### config.mk
export PLATFORM = sky130hd
export DESIGN_NAME = mem_port_exec
export DESIGN_NICKNAME = d
export VERILOG_FILES = /design/src/logic/test_mem_pkg.sv /design/src/logic/mem_port_exec.sv
export VERILOG_INCLUDE_DIRS = /design/src /design/src/logic
export SDC_FILE = /design/constraint.sdc
export NUM_CORES = 1
export LEC_CHECK = 0
export ABC_CLOCK_PERIOD_IN_PS = 4000
export BUFFER_PORTS_ARGS = -buffer_cell sky130_fd_sc_hd__buf_4
export CELL_PAD_IN_SITES_DETAIL_PLACEMENT = 1
export CELL_PAD_IN_SITES_GLOBAL_PLACEMENT = 1
export CORE_AREA = 2 2 116 118
export DETAILED_ROUTE_END_ITERATION = 16
export DIE_AREA = 0 0 118 120
export MAX_ROUTING_LAYER = met4
export PLACE_DENSITY_LB_ADDON = 0.1
export SYNTH_ARGS = -nofsm -noshare
export SYNTH_HDL_FRONTEND = slang
export SYNTH_SLANG_ARGS = --single-unit
### constraint.sdc
create_clock -name vclk -period 4
set_clock_uncertainty 0.2 [all_clocks]
set_input_delay 0.2 -clock vclk [all_inputs]
set_output_delay 0.2 -clock vclk [all_outputs]
set_load 0.01 [all_outputs]
### src/logic/test_mem_settings.svh
/*
 * Test memory settings
 * Physical size of the simulated memory and the widths of the
 * request and response message fields
 */
`ifndef TEST_MEM_SETTINGS_SVH
`define TEST_MEM_SETTINGS_SVH

// Physical memory size in bytes, addresses wrap at this size
`define MEM_NBYTES 1024

// Requester tag, returned unchanged with the response
`define OPAQUE_NBITS 8

// Request address and data word widths
`define ADDR_NBITS 32
`define DATA_NBITS 32

// Byte count field, zero stands for a full word
`define LEN_NBITS 2

// Opcode field width
`define OP_NBITS 3

`endif

### src/logic/test_mem_pkg.sv
/*
 * Test memory package
 * Opcodes, request and response message structs, storage index types
 */
`include "test_mem_settings.svh"

package test_mem_pkg;

  // ---------------------------------------------------------------------
  // Derived geometry
  // ---------------------------------------------------------------------

  localparam int BYTES_PER_WORD  = `DATA_NBITS / 8;
  localparam int NUM_BLOCKS      = `MEM_NBYTES / BYTES_PER_WORD;
  // Byte address bits kept after truncation to physical size
  localparam int PHYS_ADDR_NBITS = $clog2(`MEM_NBYTES);
  localparam int OFFSET_NBITS    = $clog2(BYTES_PER_WORD);
  localparam int BLK_ADDR_NBITS  = $clog2(NUM_BLOCKS);

  // ---------------------------------------------------------------------
  // Message types
  // ---------------------------------------------------------------------

  // Encoding 3'd2 is unused
  typedef enum logic [`OP_NBITS-1:0] {
    OP_READ    = 3'd0,
    OP_WRITE   = 3'd1,
    OP_AMO_ADD = 3'd3,
    OP_AMO_AND = 3'd4,
    OP_AMO_OR  = 3'd5
  } mem_op_e;

  typedef logic [`DATA_NBITS-1:0]    word_t;
  typedef logic [BLK_ADDR_NBITS-1:0] block_addr_t;
  typedef logic [BYTES_PER_WORD-1:0] byte_mask_t;

  // Request, 77 bits with the default settings
  typedef struct packed {
    mem_op_e                  op;
    logic [`OPAQUE_NBITS-1:0] opaque;
    logic [`ADDR_NBITS-1:0]   addr;
    logic [`LEN_NBITS-1:0]    len;
    word_t                    data;
  } mem_req_t;

  // Response, 45 bits with the default settings
  typedef struct packed {
    mem_op_e                  op;
    logic [`OPAQUE_NBITS-1:0] opaque;
    logic [`LEN_NBITS-1:0]    len;
    word_t                    data;
  } mem_resp_t;

endpackage

### src/logic/mem_port_exec.sv
`timescale 1ns/1ps
/*
 * Memory port execute stage
 * Splits the address, places write bytes in their lanes, computes
 * atomic results and builds the response from the old word
 */
`include "test_mem_settings.svh"

module mem_port_exec import test_mem_pkg::*; (
  input  mem_req_t    req_i,
  input  word_t       rd_word_i,
  output block_addr_t blk_addr_o,
  output byte_mask_t  wr_mask_o,
  output word_t       wr_word_o,
  output mem_resp_t   resp_o
);

  logic [PHYS_ADDR_NBITS-1:0] phys_addr;
  logic [OFFSET_NBITS-1:0]    offset;
  logic [`LEN_NBITS:0]        nbytes;
  word_t                      wr_shift;
  byte_mask_t                 lane_mask;
  word_t                      amo_word;

  // ---------------------------------------------------------------------
  // Address split
  // ---------------------------------------------------------------------

  // Bits above the physical size are dropped so addresses wrap
  assign phys_addr  = req_i.addr[PHYS_ADDR_NBITS-1:0];
  assign blk_addr_o = phys_addr[PHYS_ADDR_NBITS-1:OFFSET_NBITS];
  assign offset     = phys_addr[OFFSET_NBITS-1:0];

  // Length zero means a full word
  assign nbytes = (req_i.len == '0) ? (`LEN_NBITS+1)'(BYTES_PER_WORD)
                                    : {1'b0, req_i.len};

  // ---------------------------------------------------------------------
  // Write lanes
  // ---------------------------------------------------------------------

  assign wr_shift = req_i.data << {offset, 3'b000};

  // Lanes past the top of the word are simply not written
  always_comb begin
    for (int i = 0; i < BYTES_PER_WORD; i++) begin
      lane_mask[i] = (i >= int'(offset)) && (i < int'(offset) + int'(nbytes));
    end
  end

  // Atomics use the whole aligned word
  always_comb begin
    case (req_i.op)
      OP_AMO_ADD: amo_word = rd_word_i + req_i.data;
      OP_AMO_AND: amo_word = rd_word_i & req_i.data;
      default:    amo_word = rd_word_i | req_i.data;
    endcase
  end

  always_comb begin
    case (req_i.op)
      OP_WRITE: begin
        wr_mask_o = lane_mask;
        wr_word_o = wr_shift;
      end
      OP_AMO_ADD, OP_AMO_AND, OP_AMO_OR: begin
        wr_mask_o = '1;
        wr_word_o = amo_word;
      end
      // Reads and unused encodings leave memory alone
      default: begin
        wr_mask_o = '0;
        wr_word_o = wr_shift;
      end
    endcase
  end

  // ---------------------------------------------------------------------
  // Response
  // ---------------------------------------------------------------------

  assign resp_o.op     = req_i.op;
  assign resp_o.opaque = req_i.opaque;
  assign resp_o.len    = req_i.len;
  // Old word, addressed byte moved down to lane 0
  assign resp_o.data   = rd_word_i >> {offset, 3'b000};

endmodule

# Yosys cells after proc, flatten, opt, wreduce, memory -nomap -nowiden
# Cells that the tools add are included.
# classes
addsub,2
magnitude_cmp,7
n_eq_ne,4
shifts,2
n_mux,4
n_bitwise,2
reduce_logical,5
# op_table
op,count
$pmux W32 S2,1
$add A32 B32 Y32,1
$and A32 B32 Y32,1
$lt A1 B32 Y1 const A,1
$lt A2 B32 Y1 const A,1
$lt A3 B32 Y1 const A,1
$mux W32,1
$or A32 B32 Y32,1
$shl A32 B5 Y32,1
$shr A32 B5 Y32,1
$pmux W4 S2,1
$eq A3 B3 Y1 const B,2
$add A2 B3 Y4,1
$ge A1 B2 Y1 const A,2
$lt A2 B4 Y1 const A,1
$eq A3 B1 Y1 const B,1
$eq A3 B2 Y1 const B,1
$logic_and A1 B1 Y1,3
$mux W3,1
$reduce_or A3 Y1,1
$ge A2 B2 Y1 const A,1
$logic_not A2 Y1,1
# word_totals
reg_bits,0
input_bits,109
output_inout_bits,89

# Longest topological paths before layout
# logic_depth
word_depth,6
ltp_mapped,11

# Worst setup path after synthesis
# OpenSTA, ideal clock, no wires.
# synth_path
kind,input -> output
from,input req_i[35] (netlist name)
to,output wr_mask_o[2]
t_arrival_ps,2391
required_time_ps,3600
setup_slack_ps,1209
path_stages,10
path_buffers,3
cell_sequence,clkbuf_1 clkinv_1 clkbuf_1 clkbuf_1 fa_1 a211o_1 o31ai_1 o21ai_0 a21oi_1 o21ai_0
# synth_between
elab_chain_len,4
elab_cells_between_ends,5
cone_classes,add/sub (1); order compare (2); mux (1); reduce/logical (1)
# synth_rtl
element,line_no,rtl
start: declaration,mem_port_exec.sv:10,"input mem_req_t req_i,"
$add A2 B3 Y4,mem_port_exec.sv:47,lane_mask[i] = (i >= int'(offset)) && (i < int'(offset) + int'(nbytes));
$lt A3 B32 Y1,mem_port_exec.sv:47,
$logic_and A1 B1 Y1 (*),mem_port_exec.sv:47,
$pmux W4 S2 (*),mem_port_exec.sv:61,case (req_i.op)
end: declaration,mem_port_exec.sv:13,"output byte_mask_t wr_mask_o,"
# Mark *: on every way between the ends. The rest lies on a longest branch, timed or not.

# Worst setup path in the final report
# layout_path
from,input req_i[0] (netlist name)
to,output wr_word_o[28]
# layout_between
elab_chain_len,3
# layout_rtl
element,line_no,rtl
$add A32 B32 Y32,mem_port_exec.sv:54,OP_AMO_ADD: amo_word = rd_word_i + req_i.data;
$pmux W32 S2,mem_port_exec.sv:53,case (req_i.op)
$mux W32,mem_port_exec.sv:61,
end: declaration,mem_port_exec.sv:14,"output word_t wr_word_o,"
# No other way between the ends.

==> summary.txt <==
Synthesis
  • Synth cell types: 60
  • Post-Synth Simple-Gate Area: 0.197
  • Synth Area in Adders: 0.191
  • Mux contribution to synthesized area: 0.0817
  • Synth Area in XOR/XNOR: 0.0367
  • Post-Syn Area per Cell: 6.29 µm²
  • Yosys warning count: 0
  • Sequential area share after synthesis: 0
  • Compound-Gate Fraction of Synth Area: 0.354
  • Synthesized Nets: 897
  • Main combinational cell family by area after synthesis: compound AO/OA/AOI/OAI gates
  • Cell area after synthesis: 4530 µm²
  • Syn Inst Count: 720

Final layout
  • Storage cell area: 0 µm²
  • Post-layout util: 0.428
  • Syn-to-layout area delta: 22.8%
  • ANT cells: 0
  • Non-Filler Cell Area, Final: 5560 µm²
  • Fillers: 1766
  • Num sequential: 0
  • # clk buffers: 0
  • Non-filler cells, final: 984
  • Share of cells above drive strength 1: 0.200
  • Nets: 987
  • Area of the multi-input gates: 3900 µm²

Drt
  • DRT iter0 DRCs: 306
  • Antenna-violating nets left: 0
  • DRC Markers: 0
  • WL per Instance: 21.5 µm
  • Vias: 5722
  • Drt total wl: 21200 µm
  • Vias/cell: 5.82
  • DRT Pass-1 Iters: 5

GRT
  • Vias in the first global route: 5697
  • Initial antenna violation count: 0
  • Gr usage total: 0.294
  • GRT Residual Overflow: 0
  • Largest net degree at the start of global routing: 70
  • First-pass GRT wire length: 32100 µm

Critical path
  • Worst Path Arrival: 3.06 ns
  • Setup crit end kind: output port
  • CP Data Required Time: 3.60 ns
  • Crit-path max FO: 5
  • WS Path Type: input port to output port
  • Worst setup SP type: input port

Placed design
  • Gpl congestion: 0.924
  • Input/output buffers: 144
  • HPWL after detailed placement: 17000 µm
  • Area post-placement: 5560 µm²
  • Placement Setup Slack: 0.593 ns
  • DP Cell Count: 984

Timing
  • RSZ-0062 raised after global routing: no
  • Period utilization: 0.864
  • Final setup viols: 0
  • Fmax: 289 MHz
  • Worst slew pin tran: 0.798 ns
  • Slew Viols, Final: 0
  • Slew HR: 0.466
  • Tmin final: 3.46 ns
  • Fin. Hold Viols: 0
  • Final setup margin: 0.544 ns
  • Final hold slack: 0.200 ns
  • Setup TNS: 0 ns

Clock network
  • Hold-fix buffers, CTS: 0
  • Postcts setup bufs: 0
  • Post_cts resized: 0

Floorplan
  • Die area: 14200 µm²
  • Die width: 118 µm
  • Die Ht: 120 µm
  • Row count: 42
  • Core Footprint: 13000 µm²
  • Initial Util: 0.349
  • I/O pin total: 198

Power and ir drop
  • Leakage power: 2.83 nW
  • Design Power: 0.831 mW
  • Max IR drop VDD: 54.9 µV
  • PwrDens: 149 nW/µm²

Run
  • MaxCap Viol Count: 0

Run status
  • Outcome: finished clean

Worst hold path
  • Hold Path Class: input port to output port
[Yosys cell counts (4+ instances only)]
cell type / number / area [µm²]
and2_1: 4 / 25.0
buf_2: 6 / 30.0
and3_1: 5 / 31.3
a211oi_1: 8 / 60.1
buf_1: 6 / 22.5
o21ai_0: 75 / 375
a21o_1: 13 / 97.6
inv_1: 79 / 297
nand4_1: 5 / 31.3
ha_1: 66 / 826
a21boi_0: 9 / 67.6
a21oi_1: 60 / 300
o31ai_1: 6 / 45.0
nor2_1: 47 / 176
nand2b_1: 5 / 31.3
xor2_1: 9 / 78.8
nand3_1: 12 / 60.1
mux2i_1: 37 / 370
o21a_1: 6 / 45.0
buf_4: 22 / 165
a31oi_1: 4 / 25.0
clkbuf_1: 30 / 113
o211ai_1: 7 / 52.6
o21bai_1: 6 / 45.0
o22ai_1: 22 / 138
xnor2_1: 10 / 87.6
nand2_1: 86 / 323
nor2b_1: 8 / 50.1
nor3_1: 14 / 70.1
or3_1: 5 / 31.3
o221ai_1: 12 / 105
[layer usage]
metal / vias up / track usage / wire (µm)
met5: - / - / 0
met4: 0 / 0.0617 / 450
met3: 28 / 0.0238 / 831
met2: 160 / 0.526 / 10600
met1: 2836 / 0.362 / 9290
li1: 2698 / - / -
[final timing paths]
| kind | startpoint | to | slack (ns) | cells past startpoint |
|---|---|---|---|---|
| setup / recovery | req_i[0] | wr_word_o[28] | 0.54 | 13 |
| hold / removal | req_i[70] | resp_o[38] | 0.20 | 0 |
[where the power goes]
part           switching [mW]  internal [mW]  total, mW
registers                   0              0          0
logic                   0.486          0.344      0.831
clock network               0              0          0
total                   0.486          0.344      0.831
[cells in the final DEF, fill, tap and decap left out, types with 4 or more instances in the layout]
| cell type | n |
|---|---|
| buf_4 | 152 |
| nand2_1 | 86 |
| inv_1 | 79 |
| o21ai_0 | 75 |
| ha_1 | 66 |
| a21oi_1 | 60 |
| nor2_1 | 47 |
| mux2i_1 | 37 |
| o22ai_1 | 22 |
| nor3_1 | 14 |
| a21o_1 | 13 |
| nand3_1 | 12 |
| o221ai_1 | 12 |
| xnor2_1 | 10 |
| a21boi_0 | 9 |
| xor2_1 | 9 |
| nor2b_1 | 8 |
| a211oi_1 | 8 |
| o211ai_1 | 7 |
| o31ai_1 | 6 |
| o21bai_1 | 6 |
| o21a_1 | 6 |
| nand2b_1 | 5 |
| nand4_1 | 5 |
| and3_1 | 5 |
| or3_1 | 5 |
| a31oi_1 | 4 |
| and2_1 | 4 |
[worst max-delay path, cell delays in order]
cell and delay (ns):
buf_4 0.13, ha_1 0.24, inv_1 0.07, fa_1 0.40, nor2b_1 0.19, o21bai_1 0.12
a211o_1 0.32, and2b_1 0.19, a41o_1 0.29, a21oi_1 0.28, nor3_1 0.09, or3_1 0.36
buf_4 0.16
[final cells by class]
cell class | count | share of cell area
timing repair buffer | 152 | 0.205
tap | 176 | 0.0396
inverter | 80 | 0.0540
multi-input combinational | 576 | 0.701
[kinds of logic (layout without fill, tap and decap cells)]
family,Yosys count,count (layout)
adders and majority gates,68,68
and+or+nand+nor,199,199
xor gates and xnor gates,19,19
buffers and inverters,144,232
AOI/OAI and AO/OA,253,253
muxes,37,37
Power figures use the tool's default switching activity.
